`config.mk`:
```
export PLATFORM = sky130hd
export DESIGN_NAME = decode_stage
export DESIGN_NICKNAME = d
export VERILOG_FILES = /design/src/hdl/decode_pkg.sv /design/src/hdl/csr_bank.sv /design/src/hdl/decode_control.sv /design/src/hdl/decode_stage.sv /design/src/hdl/immed_extractor.sv /design/src/hdl/inst_classifier.sv /design/src/hdl/operand_forwarder.sv /design/src/hdl/reg_file.sv
export SDC_FILE = /design/constraint.sdc
export NUM_CORES = 2
export LEC_CHECK = 0
export BUFFER_PORTS_ARGS = -buffer_cell sky130_fd_sc_hd__buf_2
export CAP_MARGIN = 20
export CORE_MARGIN = 2
export CORE_UTILIZATION = 57
export DETAILED_ROUTE_END_ITERATION = 16
export PLACE_DENSITY = 0.83
export SYNTH_ARGS = -nofsm -noshare
export SYNTH_HDL_FRONTEND = slang
export SYNTH_HIERARCHICAL = 1
export SYNTH_SLANG_ARGS = --single-unit
```
`constraint.sdc`:
```
create_clock -name clk -period 18.56 [get_ports clk]
set_input_delay 5.568 -clock clk [delete_from_list [all_inputs] [get_ports clk]]
set_output_delay 5.568 -clock clk [all_outputs]
set_load 0.005 [all_outputs]
```
`src/hdl/decode_pkg.sv`:
```
package decode_pkg;

    typedef logic [31:0] word_t;
    typedef logic [4:0]  reg_addr_t;
    typedef logic [11:0] csr_addr_t;

    // operation class of a decoded instruction.
    typedef enum logic [3:0] {
        op_alu_reg,
        op_alu_imm,
        op_load,
        op_store,
        op_branch,
        op_jal,
        op_jalr,
        op_lui,
        op_auipc,
        op_system,
        op_illegal
    } op_t;

    // machine CSR addresses held by the CSR bank.
    localparam csr_addr_t csr_mstatus = 12'h300;
    localparam csr_addr_t csr_mtvec   = 12'h305;
    localparam csr_addr_t csr_mepc    = 12'h341;
    localparam csr_addr_t csr_mcause  = 12'h342;

endpackage

```
`src/hdl/csr_bank.sv`:
```
`timescale 1ns/1ps

module csr_bank
    import decode_pkg::*;
(
    input  logic      clk,
    input  logic      arst_n,
    input  logic      csr_we,
    input  csr_addr_t csr_waddr,
    input  word_t     csr_wdata,
    input  csr_addr_t csr_raddr,
    output word_t     csr_rdata
);

    word_t mstatus;
    word_t mtvec;
    word_t mepc;
    word_t mcause;

    always_ff @(posedge clk or negedge arst_n) begin
        if (!arst_n) begin
            mstatus <= '0;
            mtvec   <= '0;
            mepc    <= '0;
            mcause  <= '0;
        end else if (csr_we) begin
            case (csr_waddr)
                csr_mstatus: mstatus <= csr_wdata;
                csr_mtvec:   mtvec   <= csr_wdata;
                csr_mepc:    mepc    <= csr_wdata;
                csr_mcause:  mcause  <= csr_wdata;
                default:     ;  // unimplemented CSRs drop the write.
            endcase
        end
    end

    always_comb begin
        case (csr_raddr)
            csr_mstatus: csr_rdata = mstatus;
            csr_mtvec:   csr_rdata = mtvec;
            csr_mepc:    csr_rdata = mepc;
            csr_mcause:  csr_rdata = mcause;
            default:     csr_rdata = '0;
        endcase
    end

endmodule

```
`src/hdl/decode_control.sv`:
```
`timescale 1ns/1ps

module decode_control
    import decode_pkg::*;
(
    input  logic      clk,
    input  logic      arst_n,
    input  logic      inst_req,
    input  word_t     inst,
    input  word_t     inst_pc,
    output logic      inst_ack,
    output word_t     slot_inst,
    output logic      dec_req,
    input  logic      dec_ack,
    input  op_t       next_op,
    input  word_t     next_immed,
    input  word_t     next_reg1_value,
    input  word_t     next_reg2_value,
    input  word_t     next_csr_value,
    output op_t       dec_op,
    output word_t     dec_immed,
    output reg_addr_t dec_reg1_addr,
    output reg_addr_t dec_reg2_addr,
    output word_t     dec_reg1_value,
    output word_t     dec_reg2_value,
    output word_t     dec_csr_value,
    output word_t     dec_inst,
    output word_t     dec_pc
);

    logic  in_valid;  // input slot holds an instruction not yet moved on.
    logic  out_full;  // output slot busy until its handshake has completed.
    word_t slot_pc;
    logic  capture;
    logic  transfer;

    // the input slot is free only when the previous ack has dropped again.
    assign capture  = inst_req && !inst_ack && !in_valid;
    assign transfer = in_valid && !out_full;

    always_ff @(posedge clk or negedge arst_n) begin
        if (!arst_n) begin
            inst_ack <= 1'b0;
            in_valid <= 1'b0;
        end else begin
            if (capture) begin
                inst_ack <= 1'b1;
                in_valid <= 1'b1;
            end else begin
                if (inst_ack && !inst_req) begin
                    inst_ack <= 1'b0;
                end
                if (transfer) begin
                    in_valid <= 1'b0;
                end
            end
        end
    end

    always_ff @(posedge clk or negedge arst_n) begin
        if (!arst_n) begin
            dec_req  <= 1'b0;
            out_full <= 1'b0;
        end else begin
            if (transfer) begin
                dec_req  <= 1'b1;
                out_full <= 1'b1;
            end else if (dec_req && dec_ack) begin
                dec_req <= 1'b0;
            end else if (out_full && !dec_req && !dec_ack) begin
                out_full <= 1'b0;  // downstream has released the record.
            end
        end
    end

    always_ff @(posedge clk) begin
        if (capture) begin
            slot_inst <= inst;
            slot_pc   <= inst_pc;
        end
        if (transfer) begin
            dec_op         <= next_op;
            dec_immed      <= next_immed;
            dec_reg1_value <= next_reg1_value;  // forwarding sampled here.
            dec_reg2_value <= next_reg2_value;
            dec_csr_value  <= next_csr_value;
            dec_inst       <= slot_inst;
            dec_pc         <= slot_pc;
        end
    end

    assign dec_reg1_addr = dec_inst[19:15];
    assign dec_reg2_addr = dec_inst[24:20];

    assert property (@(posedge clk) disable iff (!arst_n)
        $rose(inst_ack) |-> $past(inst_req));

    assert property (@(posedge clk) disable iff (!arst_n)
        $fell(dec_req) |-> $past(dec_ack));

    assert property (@(posedge clk) disable iff (!arst_n)
        dec_req && $past(dec_req) |-> $stable({dec_op, dec_immed, dec_reg1_value,
            dec_reg2_value, dec_csr_value, dec_inst, dec_pc}));

endmodule

```
`src/hdl/decode_stage.sv`:
```
`timescale 1ns/1ps

module decode_stage
    import decode_pkg::*;
#(
    parameter int reg_count = 32
) (
    input  logic      clk,
    input  logic      arst_n,
    input  logic      inst_req,
    input  word_t     inst,
    input  word_t     inst_pc,
    output logic      inst_ack,
    output logic      dec_req,
    output op_t       dec_op,
    output word_t     dec_immed,
    output reg_addr_t dec_reg1_addr,
    output reg_addr_t dec_reg2_addr,
    output word_t     dec_reg1_value,
    output word_t     dec_reg2_value,
    output word_t     dec_csr_value,
    output word_t     dec_inst,
    output word_t     dec_pc,
    input  logic      dec_ack,
    input  logic      wb_en,
    input  reg_addr_t wb_addr,
    input  word_t     wb_data,
    input  logic      csr_we,
    input  csr_addr_t csr_waddr,
    input  word_t     csr_wdata,
    input  logic      fwd1_en,
    input  reg_addr_t fwd1_addr,
    input  word_t     fwd1_data,
    input  logic      fwd2_en,
    input  reg_addr_t fwd2_addr,
    input  word_t     fwd2_data,
    input  logic      fwd3_en,
    input  reg_addr_t fwd3_addr,
    input  word_t     fwd3_data
);

    word_t slot_inst;
    op_t   next_op;
    word_t next_immed;
    word_t rd1_data;
    word_t rd2_data;
    word_t next_reg1_value;
    word_t next_reg2_value;
    word_t next_csr_value;

    decode_control decode_control_i (
        .clk(clk), .arst_n(arst_n),
        .inst_req(inst_req), .inst(inst), .inst_pc(inst_pc), .inst_ack(inst_ack),
        .slot_inst(slot_inst),
        .dec_req(dec_req), .dec_ack(dec_ack),
        .next_op(next_op), .next_immed(next_immed),
        .next_reg1_value(next_reg1_value), .next_reg2_value(next_reg2_value),
        .next_csr_value(next_csr_value),
        .dec_op(dec_op), .dec_immed(dec_immed),
        .dec_reg1_addr(dec_reg1_addr), .dec_reg2_addr(dec_reg2_addr),
        .dec_reg1_value(dec_reg1_value), .dec_reg2_value(dec_reg2_value),
        .dec_csr_value(dec_csr_value), .dec_inst(dec_inst), .dec_pc(dec_pc)
    );

    inst_classifier inst_classifier_i (.inst(slot_inst), .op(next_op));

    immed_extractor immed_extractor_i (.inst(slot_inst), .op(next_op), .immed(next_immed));

    reg_file #(.reg_count(reg_count)) reg_file_i (
        .clk(clk), .arst_n(arst_n),
        .wb_en(wb_en), .wb_addr(wb_addr), .wb_data(wb_data),
        .rd1_addr(slot_inst[19:15]), .rd2_addr(slot_inst[24:20]),
        .rd1_data(rd1_data), .rd2_data(rd2_data)
    );

    operand_forwarder forward1_i (
        .src_addr(slot_inst[19:15]),
        .fwd1_en(fwd1_en), .fwd1_addr(fwd1_addr), .fwd1_data(fwd1_data),
        .fwd2_en(fwd2_en), .fwd2_addr(fwd2_addr), .fwd2_data(fwd2_data),
        .fwd3_en(fwd3_en), .fwd3_addr(fwd3_addr), .fwd3_data(fwd3_data),
        .reg_value(rd1_data), .value(next_reg1_value)
    );

    operand_forwarder forward2_i (
        .src_addr(slot_inst[24:20]),
        .fwd1_en(fwd1_en), .fwd1_addr(fwd1_addr), .fwd1_data(fwd1_data),
        .fwd2_en(fwd2_en), .fwd2_addr(fwd2_addr), .fwd2_data(fwd2_data),
        .fwd3_en(fwd3_en), .fwd3_addr(fwd3_addr), .fwd3_data(fwd3_data),
        .reg_value(rd2_data), .value(next_reg2_value)
    );

    csr_bank csr_bank_i (
        .clk(clk), .arst_n(arst_n),
        .csr_we(csr_we), .csr_waddr(csr_waddr), .csr_wdata(csr_wdata),
        .csr_raddr(slot_inst[31:20]), .csr_rdata(next_csr_value)
    );

endmodule

```
`src/hdl/immed_extractor.sv`:
```
`timescale 1ns/1ps

module immed_extractor
    import decode_pkg::*;
(
    input  word_t inst,
    input  op_t   op,
    output word_t immed
);

    always_comb begin
        case (op)
            op_alu_imm, op_load, op_jalr, op_system: begin
                immed = {{20{inst[31]}}, inst[31:20]};
            end
            op_store: begin
                immed = {{20{inst[31]}}, inst[31:25], inst[11:7]};
            end
            op_branch: begin
                // branch offsets are in halfwords, so bit zero is always clear.
                immed = {{19{inst[31]}}, inst[31], inst[7], inst[30:25], inst[11:8], 1'b0};
            end
            op_lui, op_auipc: begin
                immed = {inst[31:12], 12'h000};
            end
            op_jal: begin
                immed = {{11{inst[31]}}, inst[31], inst[19:12], inst[20], inst[30:21],
                         1'b0};
            end
            default: begin
                immed = '0;  // register ops and illegal opcodes carry no immediate.
            end
        endcase
    end

endmodule

```
`src/hdl/inst_classifier.sv`:
```
`timescale 1ns/1ps

module inst_classifier
    import decode_pkg::*;
(
    input  word_t inst,
    output op_t   op
);

    logic [4:0] opcode_hi;

    assign opcode_hi = inst[6:2];

    // 32-bit encodings all end in 11, anything else is compressed or garbage.
    always_comb begin
        if (inst[1:0] != 2'b11) begin
            op = op_illegal;
        end else begin
            case (opcode_hi)
                5'b01100: begin
                    op = op_alu_reg;
                end
                5'b00100: begin
                    op = op_alu_imm;
                end
                5'b00000: begin
                    op = op_load;
                end
                5'b01000: begin
                    op = op_store;
                end
                5'b11000: begin
                    op = op_branch;
                end
                5'b11011: begin
                    op = op_jal;
                end
                5'b11001: begin
                    op = op_jalr;
                end
                5'b01101: begin
                    op = op_lui;
                end
                5'b00101: begin
                    op = op_auipc;
                end
                5'b11100: begin
                    op = op_system;  // includes the csr instructions.
                end
                default: begin
                    op = op_illegal;
                end
            endcase
        end
    end

endmodule

```
`src/hdl/operand_forwarder.sv`:
```
`timescale 1ns/1ps

module operand_forwarder
    import decode_pkg::*;
(
    input  reg_addr_t src_addr,
    input  logic      fwd1_en,
    input  reg_addr_t fwd1_addr,
    input  word_t     fwd1_data,
    input  logic      fwd2_en,
    input  reg_addr_t fwd2_addr,
    input  word_t     fwd2_data,
    input  logic      fwd3_en,
    input  reg_addr_t fwd3_addr,
    input  word_t     fwd3_data,
    input  word_t     reg_value,
    output word_t     value
);

    logic src_nonzero;

    assign src_nonzero = (src_addr != '0);  // x0 is never forwarded.

    always_comb begin
        if (src_nonzero && fwd1_en && fwd1_addr == src_addr) begin
            value = fwd1_data;
        end else if (src_nonzero && fwd2_en && fwd2_addr == src_addr) begin
            value = fwd2_data;
        end else if (src_nonzero && fwd3_en && fwd3_addr == src_addr) begin
            value = fwd3_data;
        end else begin
            value = reg_value;
        end
    end

endmodule

```
`src/hdl/reg_file.sv`:
```
`timescale 1ns/1ps

module reg_file
    import decode_pkg::*;
#(
    parameter int reg_count = 32
) (
    input  logic      clk,
    input  logic      arst_n,
    input  logic      wb_en,
    input  reg_addr_t wb_addr,
    input  word_t     wb_data,
    input  reg_addr_t rd1_addr,
    input  reg_addr_t rd2_addr,
    output word_t     rd1_data,
    output word_t     rd2_data
);

    word_t regs [1:reg_count-1];  // x0 has no storage.

    always_ff @(posedge clk or negedge arst_n) begin
        if (!arst_n) begin
            for (int i = 1; i < reg_count; i++) begin
                regs[i] <= '0;
            end
        end else if (wb_en && wb_addr != '0 && wb_addr < reg_count) begin
            regs[wb_addr] <= wb_data;
        end
    end

    // addresses past the implemented registers read as zero.
    assign rd1_data = (rd1_addr != '0 && rd1_addr < reg_count) ? regs[rd1_addr] : '0;
    assign rd2_data = (rd2_addr != '0 && rd2_addr < reg_count) ? regs[rd2_addr] : '0;

    // written data reads back one cycle later while x0 and unimplemented addresses stay zero.
    assert property (@(posedge clk) disable iff (!arst_n)
        $past(arst_n && wb_en) && rd1_addr == $past(wb_addr)
            |-> rd1_data == (($past(wb_addr) == '0 || $past(wb_addr) >= reg_count) ?
                '0 : $past(wb_data)));

endmodule

```
==> results.toml <==
[cts]
root_buffer = "clkbuf_16"
clockBufferDepth = 3
cts.clk_slew.worst_paths_ps = 60
clock_latency_ps = 780
post_cts_buffers = 0
cts_inserted_buffers = 145
cts_resized = 0
cts_sinks = 1384
htree_num_levels = 4
cts_tree = "done"
cts_hold_buf = 0

[flow_run]
max-cap-violations = 0

[cells_and_area]
final_cell_mix = "mux2_2 (1215), dfrtp_1 (1124), mux2i_1 (635)"
final_cells = 7378
fill_cells = 8910
multi_input_area_um2 = 33000
final_util_pct = 64.0
layout_commonest_cell = "mux2_2"
final_nets = 5850
layout-drive-gt1-share_pct = 40.0
fin_area_um2 = 79300
area_growth_pct = 11.2
ff_latch_area_um2 = 35900

[grt]
grt_pass1_vias = 52900
grt_max_degree = 178
grtUsageTotal_pct = 38.1
antenna_found_initial = 57
grt_pass1_wl_mm = 357
gr-total-overflow = 0

[worst_setup_path]
crit_path_start_kind = "input pin"
reg2reg_from = "decode_control_i/slot_inst[20]$_DFFE_PP_"
critPathArrivalTime_ps = 8840
cp_data_required_time_ps = 19290
worstSetupEndpoint = "reg_file_i/regs[726]$_DFFE_PN0P_"
crit_slowest_cell = "buf_4"
ff2ff_setup_slack_ps = 13030
r2r_end = "decode_control_i/dec_reg2_value[19]$_DFFE_PP_"
critPathMaxFanout = 168
cp_common_cell = "buf_12"
crit_chain = "buf_8 -> buf_12 -> buf_12 -> buf_4"
r2r.worst_path.cells = 10
max_stage_delay_ps = 890
crit_path_end_kind = "asynchronous set/reset pin"
cp-startpoint = "arst_n"
criticalPathCategory = "in -> async"

[sta]
slew_violations = 0
tns_ps = 0
finalCriticalPeriod_ps = 8100
rsz0062_at_grt = "no"
worst_slew_pin_slew_ps = 1250
setup_slack_ps = 10460
setup_viol = 0
hold_violations = 0
timing.fmax_mhz = 123
timing.final.crit_share_pct = 43.7
relSlewSlack_pct = 16.1
finalClockSkew_ps = 26.1
timing.hold.ws_ps = 418

[synthesis]
avgSynthCellArea_um2 = 13.3
synth_cell_types = 75
synth_fa_ha_area_share_pct = 0.0701
syn_area_um2 = 71400
synth_sequential_area_ratio_pct = 50.4
syn_inst = 5376
synth_seq_cells = 1384
synth_enable_flop_cells = 260
ys_async_sr_fraction_pct = 81.2
synth.net_count = 5645
synthSimpleGateAreaFrac_pct = 5.70
synth-main-ff-cell = "dfrtp_1"
synth-xor-area-share_pct = 0.307
synth_mux_area_share_pct = 32.6
synth_compound_area_share_pct = 7.15
synth_top_family_by_area = "multiplexers"
ys_warn_count = 6

[routing]
drt-initial-drc-count = 7870
routed_wl_mm = 250
vias = 53600
avgRoutedWirePerCell_um = 33.9
drc = 0
final_antenna_net_count = 0
drt-pass1-iter-count = 8
vias_per_cell = 7.26

[floorplan]
die_y_um = 358
core.rowCount = 129
num_io_pins = 473
die_area_um2 = 128000
coreArea_um2 = 124000
initial_core_util_pct = 57.6
fp.dieW_um = 358

[power_and_ir_drop]
power_mw = 9.35
cellLeakagePower_nw = 35.6
p_per_area_nw_per_um2 = 118
ir_drop_uv = 91.2

[placed_design]
port_buffers = 472
place_inst = 7066
gp_congestion = 0.958
placed_cell_area_um2 = 74400
post-dp-hpwl_mm = 145
place_ws_ps = 9500

[status]
status = "finished clean"

[hold_path]
min-delay-path-class = "reg -> reg"
## final cells by class
class / count / area share, %
Tap cell: 1637 / 2.58
Timing Repair Buffer: 597 / 4.42
Antenna cell: 45 / 0.142
Clock buffer: 214 / 5.34
Clock inverter: 48 / 0.557
Multi-Input combinational cell: 3448 / 41.6
Inverter: 5 / 0.0237
Sequential cell: 1384 / 45.3
## worst max-delay path: cells and delay by family
family	cells	cell delay [ps]
buf+inv	4	2830
## cell families (layout without fill, tap and decap cells)
group,Yosys count,in the layout
AOI/OAI and AO/OA,746,746
xor gates and xnor gates,25,25
adders and majority gates,4,4
buffers and inverters,544,864
DFF,1384,1384
muxes,2011,2011
other,0,45
and+or+nand+nor,662,662
## routing by layer
metal  share of wire, %  up-vias  routed length (um)  global-route usage (%)
met5              0.071        -                 177                   0.296
met4                7.4       22               18600                    24.3
met3                 15     1081               36600                    13.5
met2                 43     4304              107000                    54.2
met1                 35    27300               87900                    49.7
li1                   -    20900                   -                       -
## synthesized netlist by cell type, types with 16 or more instances
library cell	n	area (um^2)
mux2_2	1215	13700
dfrtp_1	1124	28100
mux2i_1	635	6360
o22ai_1	288	1800
edfxtp_1	260	7810
clkbuf_1	238	893
buf_2	210	1050
nor3_1	192	961
mux4_2	128	2880
a211oi_1	101	758
o21ai_0	80	400
nor2_1	78	293
a21oi_1	73	365
a22oi_1	65	488
and3b_1	65	569
nor2b_1	46	288
buf_4	41	308
a221oi_1	37	324
or3_1	35	219
and3_1	34	213
mux2_1	33	372
a221o_1	32	320
nand2_1	32	120
nor3b_1	32	240
nor4_1	32	200
buf_6	29	327
a21o_1	22	165
a211oi_2	21	263
buf_1	20	75.1
and2_1	19	119
xor2_1	16	140
## worst min-delay path by stage
| stage | start | to | slack [ps] | cells after the start |
|---|---|---|---|---|
| 3_3_place_gp | decode_control_i/slot_pc[9]$_DFFE_PP_ | decode_control_i/dec_pc[9]$_DFFE_PP_ | 400 | 0 |
| 5_1_grt | decode_control_i/slot_pc[16]$_DFFE_PP_ | decode_control_i/dec_pc[16]$_DFFE_PP_ | 420 | 0 |
| 6_report | decode_control_i/slot_pc[0]$_DFFE_PP_ | decode_control_i/dec_pc[0]$_DFFE_PP_ | 420 | 0 |
| 4_1_cts | decode_control_i/slot_pc[13]$_DFFE_PP_ | decode_control_i/dec_pc[13]$_DFFE_PP_ | 410 | 0 |
| 2_1_floorplan | decode_control_i/slot_pc[0]$_DFFE_PP_ | decode_control_i/dec_pc[0]$_DFFE_PP_ | 400 | 0 |
| 3_5_place_dp | decode_control_i/slot_pc[7]$_DFFE_PP_ | decode_control_i/dec_pc[7]$_DFFE_PP_ | 400 | 0 |
## flip-flops by register name, indices dropped and copies added (netlist names), 4 cells and up
name,flops
decode_control_i/dec_reg2_value,32
decode_control_i/dec_pc,32
reg_file_i/regs,992
decode_control_i/dec_inst,32
decode_control_i/dec_csr_value,32
csr_bank_i/mepc,32
csr_bank_i/mtvec,32
decode_control_i/dec_op,4
decode_control_i/dec_immed,32
decode_control_i/dec_reg1_value,32
csr_bank_i/mcause,32
csr_bank_i/mstatus,32
decode_control_i/slot_pc,32
decode_control_i/slot_inst,32
## where the power goes
part,total [mW],internal (mW),switching (mW),leakage (nW)
Sequential,4.16,3.73,0.428,17.0
Combinational,2.29,1.02,1.26,16.4
Clock,2.90,1.65,1.25,2.30
No activity file was read; power rests on OpenSTA's default activity.
